==> src/include/accExec_cfg.svh <==
`ifndef ACCEXEC_CFG_SVH
`define ACCEXEC_CFG_SVH

// Datapath widths.
`define ACC_WIDTH 8 // Accumulator width.
`define PC_WIDTH 8 // Program counter width.

// APB side.
`define APB_ADDR_WIDTH 5 // Byte address into the register map.

// Register offsets.
`define REG_INSTR 5'h00 // Opcode in 13:8, immediate in 7:0.
`define REG_ACCA 5'h04 // Accumulator A, read only.
`define REG_ACCB 5'h08 // Accumulator B, read only.
`define REG_STATUS 5'h0C // lastTaken and both flag sets.
`define REG_PC 5'h10 // Program counter.

`endif

==> src/hdl/isaPkg.sv <==
`include "accExec_cfg.svh"

package isaPkg;

	typedef logic [`ACC_WIDTH-1:0] dataWord; // Accumulator or immediate.
	typedef logic [`PC_WIDTH-1:0] pcWord; // Program counter value.

	// Instruction opcodes, fixed encodings for the host.
	typedef enum logic [5:0] {
		LDA   = 6'h00, // Load immediate into A.
		LDB   = 6'h01, // Load immediate into B.
		ADDA  = 6'h02, // A + B.
		ADDCA = 6'h03, // A + imm.
		ADDB  = 6'h04, // B + A.
		ADDCB = 6'h05, // B + imm.
		SUBA  = 6'h06, // A - B.
		SUBCA = 6'h07, // A - imm.
		SUBB  = 6'h08, // B - A.
		SUBCB = 6'h09, // B - imm.
		ANDA  = 6'h0A,
		ANDCA = 6'h0B,
		ANDB  = 6'h0C,
		ANDCB = 6'h0D,
		ORA   = 6'h0E,
		ORCA  = 6'h0F,
		ORB   = 6'h10,
		ORCB  = 6'h11,
		ASLA  = 6'h12, // Shift A left.
		ASRA  = 6'h13, // Shift A right, sign kept.
		JMP   = 6'h14, // Unconditional.
		BAEQ  = 6'h15, // Branches on A flags.
		BANE  = 6'h16,
		BBEQ  = 6'h17, // Branches on B flags.
		BBNE  = 6'h18,
		BACS  = 6'h19,
		BACC  = 6'h1A,
		BBCS  = 6'h1B,
		BBCC  = 6'h1C,
		BAMI  = 6'h1D,
		BAPL  = 6'h1E,
		BBMI  = 6'h1F,
		BBPL  = 6'h20,
		NOP   = 6'h3F // Only advances the PC.
	} opcode;

endpackage

==> src/hdl/execPkg.sv <==
package execPkg;

	// Status bits of one accumulator.
	typedef struct packed {
		logic carry; // Carry out or borrow.
		logic zero; // Result is zero.
		logic neg; // Result bit 7.
	} flagSet;

	// Both flag sets, A in the upper half as in STATUS.
	typedef struct packed {
		flagSet a;
		flagSet b;
	} accFlags;

	// ALU output towards the commit stage.
	typedef struct packed {
		logic wrA; // Write data into A.
		logic wrB; // Write data into B.
		isaPkg::dataWord data; // Result value.
		accFlags newFlags; // Flags after this instruction.
	} aluResult;

	// Instruction handed over by the APB port.
	typedef struct packed {
		logic valid; // High for one access cycle.
		isaPkg::opcode op;
		isaPkg::dataWord imm;
	} issueReq;

endpackage

==> src/hdl/accExecUnit.sv <==
`timescale 1ns/1ps
`include "accExec_cfg.svh"

module accExecUnit (
	input logic pclk,
	input logic rst,
	input logic psel,
	input logic penable,
	input logic pwrite,
	input logic [`APB_ADDR_WIDTH-1:0] paddr,
	input logic [31:0] pwdata,
	output logic [31:0] prdata,
	output logic pready,
	output logic pslverr
);

	import isaPkg::*;
	import execPkg::*;

	issueReq issue; // Instruction from the host.
	aluResult result; // Data and flags to commit.
	logic taken; // Branch decision.
	dataWord accA;
	dataWord accB;
	accFlags flags; // Current flag sets.
	pcWord pc;
	logic lastTaken; // Outcome of the last instruction.

	apbExecPort port (
		.pclk(pclk), .rst(rst), .psel(psel), .penable(penable), .pwrite(pwrite),
		.paddr(paddr), .pwdata(pwdata), .prdata(prdata), .pready(pready),
		.pslverr(pslverr), .issue(issue), .accA(accA), .accB(accB),
		.flags(flags), .pc(pc), .lastTaken(lastTaken)
	);

	aluCore alu (.issue(issue), .accA(accA), .accB(accB), .flags(flags), .result(result));

	branchUnit branch (.op(issue.op), .flags(flags), .taken(taken));

	execCommit commit (
		.pclk(pclk), .rst(rst), .issue(issue), .result(result), .taken(taken),
		.accA(accA), .accB(accB), .flags(flags), .pc(pc), .lastTaken(lastTaken)
	);

endmodule

==> src/hdl/aluCore.sv <==
`timescale 1ns/1ps

module aluCore (
	input execPkg::issueReq issue,
	input isaPkg::dataWord accA,
	input isaPkg::dataWord accB,
	input execPkg::accFlags flags,
	output execPkg::aluResult result
);

	import isaPkg::*;
	import execPkg::*;

	localparam int W = $bits(dataWord); // Data width.

	logic toA; // Result goes to A.
	logic toB; // Result goes to B.
	logic useImm; // Second operand is the immediate.
	dataWord opFirst; // Target accumulator.
	dataWord opSecond; // Other accumulator or immediate.
	logic oldCarry; // Carry of the target, kept by non-arithmetic ops.
	logic [W:0] wide; // Carry bit on top of the result.
	flagSet nf; // Flags of the new result.

	always_comb begin
		toA = 1'b0;
		toB = 1'b0;
		useImm = 1'b0;
		case (issue.op)
			LDA, ADDA, SUBA, ANDA, ORA, ASLA, ASRA: toA = 1'b1;
			ADDCA, SUBCA, ANDCA, ORCA: begin
				toA = 1'b1;
				useImm = 1'b1;
			end
			LDB, ADDB, SUBB, ANDB, ORB: toB = 1'b1;
			ADDCB, SUBCB, ANDCB, ORCB: begin
				toB = 1'b1;
				useImm = 1'b1;
			end
			default: ; // Branches, JMP and NOP write nothing.
		endcase
	end

	assign opFirst = toB ? accB : accA; // SUBB becomes B - A.
	assign opSecond = useImm ? issue.imm : (toB ? accA : accB);
	assign oldCarry = toB ? flags.b.carry : flags.a.carry;

	always_comb begin
		case (issue.op)
			LDA, LDB: wide = {oldCarry, issue.imm};
			ADDA, ADDCA, ADDB, ADDCB: wide = {1'b0, opFirst} + {1'b0, opSecond}; // Ninth bit is carry.
			SUBA, SUBCA, SUBB, SUBCB: wide = {1'b0, opFirst} - {1'b0, opSecond}; // Ninth bit is borrow.
			ANDA, ANDCA, ANDB, ANDCB: wide = {oldCarry, opFirst & opSecond};
			ORA, ORCA, ORB, ORCB: wide = {oldCarry, opFirst | opSecond};
			ASLA: wide = {opFirst, 1'b0}; // MSB falls into carry.
			ASRA: wide = {opFirst[0], opFirst[W-1], opFirst[W-1:1]}; // LSB falls into carry.
			default: wide = {oldCarry, opFirst};
		endcase
	end

	assign nf.carry = wide[W];
	assign nf.zero = ~|wide[W-1:0]; // From the new result.
	assign nf.neg = wide[W-1];

	always_comb begin
		result.wrA = issue.valid & toA;
		result.wrB = issue.valid & toB;
		result.data = wide[W-1:0];
		result.newFlags.a = toA ? nf : flags.a; // Only the target set moves.
		result.newFlags.b = toB ? nf : flags.b;
	end

endmodule

==> src/hdl/apbExecPort.sv <==
`timescale 1ns/1ps
`include "accExec_cfg.svh"

module apbExecPort (
	input logic pclk,
	input logic rst,
	input logic psel,
	input logic penable,
	input logic pwrite,
	input logic [`APB_ADDR_WIDTH-1:0] paddr,
	input logic [31:0] pwdata,
	output logic [31:0] prdata,
	output logic pready,
	output logic pslverr,
	output execPkg::issueReq issue,
	input isaPkg::dataWord accA,
	input isaPkg::dataWord accB,
	input execPkg::accFlags flags,
	input isaPkg::pcWord pc,
	input logic lastTaken
);

	import isaPkg::*;

	logic access; // Second APB phase.
	logic legal; // Offset and direction are mapped.
	logic [31:0] readData; // Selected register.

	assign access = psel & penable;
	assign pready = 1'b1; // No wait states.

	always_comb begin
		legal = 1'b0;
		readData = '0;
		case (paddr)
			`REG_INSTR: legal = 1'b1; // Reads as zero.
			`REG_ACCA: begin
				legal = !pwrite;
				readData = 32'(accA);
			end
			`REG_ACCB: begin
				legal = !pwrite;
				readData = 32'(accB);
			end
			`REG_STATUS: begin
				legal = !pwrite;
				readData = 32'({lastTaken, flags}); // Bit 6 is lastTaken.
			end
			`REG_PC: begin
				legal = !pwrite;
				readData = 32'(pc);
			end
			default: legal = 1'b0;
		endcase
	end

	assign prdata = (access && !pwrite) ? readData : '0;
	assign pslverr = access & ~legal; // Rejected accesses have no effect.

	assign issue.valid = access & pwrite & (paddr == `REG_INSTR);
	assign issue.op = opcode'(pwdata[13:8]); // Unknown codes act as NOP.
	assign issue.imm = pwdata[7:0];

	// Access phase only inside a selected transfer.
	assert property (@(posedge pclk) disable iff (rst) penable |-> psel)
		else $error("penable without psel.");

	// Address and direction hold into the access phase.
	assert property (@(posedge pclk) disable iff (rst)
		psel && !penable |=> $stable(paddr) && $stable(pwrite))
		else $error("APB control changed after setup.");

endmodule

==> src/hdl/branchUnit.sv <==
`timescale 1ns/1ps

module branchUnit (
	input isaPkg::opcode op,
	input execPkg::accFlags flags,
	output logic taken
);

	import isaPkg::*;

	logic condOp; // Opcode changes the flow.
	logic test; // Flag under test.
	logic invert; // Take on flag clear.

	always_comb begin
		condOp = 1'b1;
		test = 1'b0;
		invert = 1'b0;
		case (op)
			JMP: invert = 1'b1; // Inverted zero, always taken.
			BAEQ: test = flags.a.zero;
			BANE: begin
				test = flags.a.zero;
				invert = 1'b1;
			end
			BBEQ: test = flags.b.zero;
			BBNE: begin
				test = flags.b.zero;
				invert = 1'b1;
			end
			BACS: test = flags.a.carry;
			BACC: begin
				test = flags.a.carry;
				invert = 1'b1;
			end
			BBCS: test = flags.b.carry;
			BBCC: begin
				test = flags.b.carry;
				invert = 1'b1;
			end
			BAMI: test = flags.a.neg;
			BAPL: begin
				test = flags.a.neg;
				invert = 1'b1;
			end
			BBMI: test = flags.b.neg;
			BBPL: begin
				test = flags.b.neg;
				invert = 1'b1;
			end
			default: condOp = 1'b0; // ALU ops and NOP fall through.
		endcase
	end

	assign taken = condOp & (test ^ invert);

endmodule

==> src/hdl/execCommit.sv <==
`timescale 1ns/1ps

module execCommit (
	input logic pclk,
	input logic rst,
	input execPkg::issueReq issue,
	input execPkg::aluResult result,
	input logic taken,
	output isaPkg::dataWord accA,
	output isaPkg::dataWord accB,
	output execPkg::accFlags flags,
	output isaPkg::pcWord pc,
	output logic lastTaken
);

	import isaPkg::*;

	pcWord pcNext; // Target or sequential PC.

	assign pcNext = taken ? pcWord'(issue.imm) : pc + 1'b1; // Wraps at 256.

	always_ff @(posedge pclk) begin
		if (rst) begin
			accA <= '0;
			accB <= '0;
			flags <= '0;
			pc <= '0;
			lastTaken <= 1'b0;
		end else if (issue.valid) begin
			if (result.wrA) begin
				accA <= result.data;
			end
			if (result.wrB) begin
				accB <= result.data;
			end
			flags <= result.newFlags; // Unchanged for branches.
			pc <= pcNext;
			lastTaken <= taken; // Zero for non-branch opcodes.
		end
	end

	// Port must stay quiet during reset.
	assert property (@(posedge pclk) rst |-> !issue.valid)
		else $error("Issue during reset.");

	// Decode never targets both accumulators.
	assert property (@(posedge pclk) disable iff (rst) !(result.wrA && result.wrB))
		else $error("Double accumulator write.");

	// A taken branch only moves the PC.
	assert property (@(posedge pclk) disable iff (rst)
		issue.valid && taken |=> $stable(accA) && $stable(accB))
		else $error("Accumulator changed by a branch.");

endmodule

==> config.mk <==
export PLATFORM = sky130hd
export DESIGN_NAME = accExecUnit
export DESIGN_NICKNAME = d
export VERILOG_FILES = /design/src/hdl/isaPkg.sv /design/src/hdl/execPkg.sv /design/src/hdl/accExecUnit.sv /design/src/hdl/aluCore.sv /design/src/hdl/apbExecPort.sv /design/src/hdl/branchUnit.sv /design/src/hdl/execCommit.sv
export VERILOG_INCLUDE_DIRS = /design/src /design/src/include
export SDC_FILE = /design/constraint.sdc
export NUM_CORES = 1
export LEC_CHECK = 0
export BUFFER_PORTS_ARGS = -buffer_cell sky130_fd_sc_hd__buf_2
export CORE_UTILIZATION = 45
export DETAILED_ROUTE_END_ITERATION = 8
export GPL_ROUTABILITY_DRIVEN = 1
export HOLD_SLACK_MARGIN = 0.12
export PLACE_DENSITY_LB_ADDON = 0.05
export SLEW_MARGIN = 20
export SYNTH_ARGS = -nofsm -noshare
export SYNTH_HDL_FRONTEND = slang
export SYNTH_HIERARCHICAL = 1
export SYNTH_SLANG_ARGS = --single-unit
==> constraint.sdc <==
create_clock -name pclk -period 4.95 [get_ports pclk]
set_input_delay 0 -clock pclk [delete_from_list [all_inputs] [get_ports pclk]]
set_output_delay 0 -clock pclk [all_outputs]
set_load 0.02 [all_outputs]
* Word-level counts from Yosys, hierarchy flattened *
Index checks and enable logic that the tools add are counted.
Widths: inputs -> output; s select.

storage, ports and cells
  memories = 0
  bits in registers = 31
  input bits = 42
  bits in writable memories = 0
  logic and storage cells = 102
  ROM bits = 0
  latch bits = 0
  output and inout port bits = 34

operators by class
  $mul = 0
  add/sub/neg operators = 3
  shifts and indexed selects = 0
  order comparisons = 0
  divide/modulo/power cells = 0
  reduce and logical (&&, ||, !) cells = 27
  muxes and demuxes = 15
  bitwise gates (word level) = 11
  equal/unequal tests = 36

operators by type and width
  kind                 number
  $eq 6x5->1 const B   16
  $pmux 9 s7           1
  $eq 6x4->1 const B   8
  $mux 8               5
  $pmux 8 s4           1
  $eq 6x3->1 const B   4
  $reduce_or 4->1      5
  $reduce_or 8->1      2
  $reduce_or 2->1      7
  $reduce_or 13->1     1
  $eq 6x2->1 const B   2
  $reduce_or 11->1     1
  $eq 5x4->1 const B   2
  $add 8x8->9          1
  $reduce_or 9->1      1
  $sub 8x8->9          1
  $add 8x1->8 const B  1
  $and 8x8->8          1
  $or 8x8->8           1
  $reduce_and 2->1     4
  $and 1x1->1          7
  $reduce_or 7->1      1
  $eq 6x1->1 const B   1
  $eq 6x6->1 const B   1
  11 further kinds     17

* Depth between registers and ports, before layout *
  word-level depth = 9
  mapped depth = 23
  gate-level depth less buffers = 19

* Hierarchy *
Netlist, hierarchy kept.

modules (own cells, without submodules)
  module       times used  sequential area each (um^2)  cells each  area each (um^2)
  aluCore      1           0.0                          242         1656.6
  execCommit   1           620.6                        155         1338.8
  apbExecPort  1           0.0                          100         723.2
  branchUnit   1           0.0                          20          153.9

* Worst setup path after synthesis *
No wires, ideal clock.

  path kind = in2reg
  start point = in pwdata[11]
  end point = reg, netlist name commit/flags[4]
  setup slack = 716 ps
  path buffers = 4
  cell stages on the path = 21
  required time = 4885 ps
  library setup time = 65 ps
  arrival = 4169 ps
  cells stage by stage = buf_4 > buf_6 > o21a_4 > clkbuf_1 > nor3_1 > clkbuf_1 > nand2_1 > a31oi_1 > inv_1 > ha_1 > mux2_2 > fa_1 > o21ai_0 > a31oi_1 > xnor2_1 > a222oi_1 > nand3_1 > nand4b_1 > o31ai_2 > mux2i_1 > nor2_1

RTL lines
  what             line               RTL
  start, declared  accExecUnit.sv:11  input logic [31:0] pwdata,

==> impl_metrics.csv <==
group,metric,value,unit
outcome,status,"finished clean",
floorplanning,initial_utilization,0.469,
pwr,seqPwrFrac,0.372,
cells_and_area,fillCellCount,832,
cts,cts_htree_levels,2,
pwr,p_clk_frac,0.296,
logic_synthesis,yosysTopAreaCell,"dfxtp_1",
cells_and_area,drive_gt1_frac,0.181,
cts,worstSkewPairLatency,0.28,ns
pwr,power_switching,245,uW
detailed_routing,drtAntennaViolNets,0,
worst_setup_path,reg2reg_slack,0.59,ns
floorplanning,die_w,94.8,um
worst_setup_path,regToRegStartpoint,"commit/accA[2]$_SDFFE_PP0P_",
cells_and_area,fin_util,0.485,
logic_synthesis,ys_ff_latch,31,
worst_setup_path,crit_chain,"or4b_2 > a31oi_1 > nor3_1 > nor2_1 > xnor2_1 > ha_1 > a21oi_1 > o21ai_0 > a31oi_1 > xnor2_1 > a222oi_1 > nand3_1 > nand4b_1 > o31ai_2 > mux2i_1 > nor2_1",
detailed_routing,wire_per_inst,18.5,um
logic_synthesis,ys_top_cells_by_count,"a21oi_1 (43), nand2_1 (41), buf_4 (40)",
floorplanning,rows,33,
cts,clockBufferDepth,2,
worst_setup_path,cp_max_fo,7,
sta,fin_tns_setup,0,ns
cts,cts_tree,"built",
worst_setup_path,cpPeakStageDelay,0.61,ns
global_route,grtUsageTotal,0.261,
logic_synthesis,synth_edf_count,0,
worst_setup_path,cp.required,5.17,ns
cts,postCtsSetupBuffers,0,
cts,path_clk_slew,0.07,ns
cts,cts_sinks,31,
pwr,pwr-share-comb,0.332,
logic_synthesis,synth_area_per_cell,7.49,um^2
sta,finalHoldViolCount,0,
detailed_routing,route.detailed.drc,0,
worst_setup_path,slowest_stage,"or4b_2",
cells_and_area,finalNetCount,582,
worst_setup_path,arrival,4.58,ns
pwr,vdd_ir_drop_max,0.148,mV
floorplanning,core-area,0.00826,mm^2
worst_setup_path,critPathLaunch,"commit/accA[2]$_SDFFE_PP0P_",
sta,whs,0.129,ns
place,place_congestion,0.920,
logic_synthesis,synth.most_common_cell,"a21oi_1",
sta,layout_min_cycle_time,4.36,ns
cts,numCtsBuffers,5,
detailed_routing,routed_wl,11.7,mm
global_route,grt_max_degree,37,
pwr,p_per_area,168,mW/mm^2
pwr,switching_share,0.363,
floorplanning,dieArea,0.00898,mm^2
cells_and_area,area_delta_synth_final,3.46,%
sta,max_freq,229,MHz
worst_setup_path,end_kind,"flip-flop",
worst_setup_path,start_kind,"flip-flop",
cts,clockRootBuffer,"clkbuf_8",
logic_synthesis,yosys_most_used_dff,"dfxtp_1",
job,maxCapViolations,0,
cells_and_area,diodes,0,
sta,worstMarginPinSlew,0.864,ns
detailed_routing,drt_pass1_iterations,5,
logic_synthesis,seq_area_frac_synth,0.160,
place,io_buffers,32,
floorplanning,die_height,94.8,um
worst_hold_path,hold_class,"in2reg",
pwr,intPower,429,uW
logic_synthesis,syn_inst,517,
global_route,grt_pass1_vias,3437,
global_route,grt_pass1_wl,18.1,mm
worst_setup_path,criticalPathCategory,"reg2reg",
worst_hold_path,hold_path_startpoint,"pwdata[6]",
floorplanning,ios,76,
place,hpwlAfterDp,8.84,mm
logic_synthesis,synth_area,0.00387,mm^2
global_route,grt_antenna_before_repair,0,
detailed_routing,vias,3951,
global_route,overflow,0,
logic_synthesis,async_flop_share,0,
sta,rsz0062_at_grt,"false",
sta,slew_viol_final,0,
detailed_routing,drtIter0Drc,299,
logic_synthesis,synth_top_cells_by_area,"dfxtp_1 (16%), buf_4 (7.8%), a21oi_1 (5.6%)",
logic_synthesis,synth_top_cell_area_share,0.160,
sta,skew,0.00357,ns
pwr,p_leak,0.00148,uW
sta,slew_headroom,0.419,
sta,setup_violations,0,
logic_synthesis,yosysUniqueCellTypes,74,
detailed_routing,routed_via_density,6.26,
sta,fin_crit_sh,0.881,
logic_synthesis,yosys_warnings,6,
-- registers in the layout, indices dropped and copies added, names as in the netlist --
| name | count |
|---|---|
| commit/accA | 8 |
| commit/flags | 6 |
| commit/accB | 8 |
| commit/pc | 8 |
| commit/lastTaken | 1 |
-- final timing paths --
check / cells after the start / end
setup / recovery: 16 / commit/flags[4]$_SDFFE_PP0P_
hold / removal: 3 / commit/pc[6]$_SDFFE_PP0P_
setup reg to reg: 16 / commit/flags[4]$_SDFFE_PP0P_
hold reg to reg: 2 / commit/lastTaken$_SDFFE_PP0P_
-- logic make-up (layout without fill, tap and decap cells) --
logic type,after synthesis,after routing,synth area share
AOI/OAI and AO/OA,146,146,0.254
other,2,25,0.00194
DFF,31,31,0.160
buffers and inverters,87,73,0.139
and+or+nand+nor,194,194,0.282
adders and majority gates,16,16,0.0533
muxes,28,28,0.0801
xor gates and xnor gates,13,13,0.0294
-- cell usage in the layout, fill, tap and decap left out, types with 11 or more instances in the layout --
| master | synthesis | routed |
|---|---|---|
| buf_2 | 7 | 32 |
| mux2_2 | 16 | 16 |
| conb_1 | 2 | 25 |
| ha_1 | 14 | 14 |
| nand3_1 | 26 | 26 |
| dfxtp_1 | 31 | 31 |
| inv_1 | 12 | 12 |
| a31oi_1 | 21 | 21 |
| a22oi_1 | 12 | 12 |
| o21ai_0 | 13 | 13 |
| a21oi_1 | 43 | 43 |
| nand2_1 | 41 | 41 |
| nand4_1 | 11 | 11 |
| nor2_1 | 31 | 31 |
| buf_4 | 40 | 15 |
-- power groups by stage --
stage | Combinational [uW] | Sequential, uW | Clock [uW]
2_1_floorplan | 189 | 256 | 0
3_3_place_gp | 213 | 257 | 0
3_5_place_dp | 216 | 257 | 0
4_1_cts | 219 | 251 | 201
5_1_grt | 244 | 251 | 214
6_report | 224 | 251 | 199
-- critical path: cells and delay by family (launching register included) --
kind	cells	cell delay, ns
AOI/OAI and AO/OA	6	1.58
xor gates and xnor gates	2	0.27
adders and majority gates	1	0.30
DFF	1	0.47
muxes	1	0.10
and+or+nand+nor	6	1.56
-- metrics by stage --
stage | std cells | setup slack, ns | power [uW] | cell area [um^2]
floorplan | 540 | 0.716 | 445 | 3960
global placement | 619 | 0.425 | 470 | 3880
detailed placement | 619 | 0.412 | 473 | 3880
CTS | 631 | 0.673 | 671 | 4010
global route | 631 | 0.338 | 708 | 4010
finish | 631 | 0.589 | 674 | 4010
-- repair_timing --
item                                   4_1_cts  5_1_grt
gates resized for setup                      0        0
hold buffers                                 4        0
endpoints found under the hold margin        4        0
-- metal layers --
metal / track usage / wire [um] / share of wire / up-vias
li1: - / - / - / 1890
met1: 0.393 / 5770 / 0.49 / 1882
met2: 0.383 / 4940 / 0.42 / 164
met3: 0.0427 / 789 / 0.068 / 15
met4: 0.0543 / 180 / 0.015 / 0
met5: 0 / 0 / 0 / -
-- final cells by class --
class                      count  area [um^2]  share of cell area
sequential                    31          621               0.155
clock buffer                   6         72.6              0.0181
clock inverter                 2         12.5             0.00312
tap                          105          131              0.0328
inverter                      14         52.6              0.0131
timing repair buffer          51          313              0.0781
multi-input combinational    422         2800               0.700
Power figures use the tool's default switching activity.
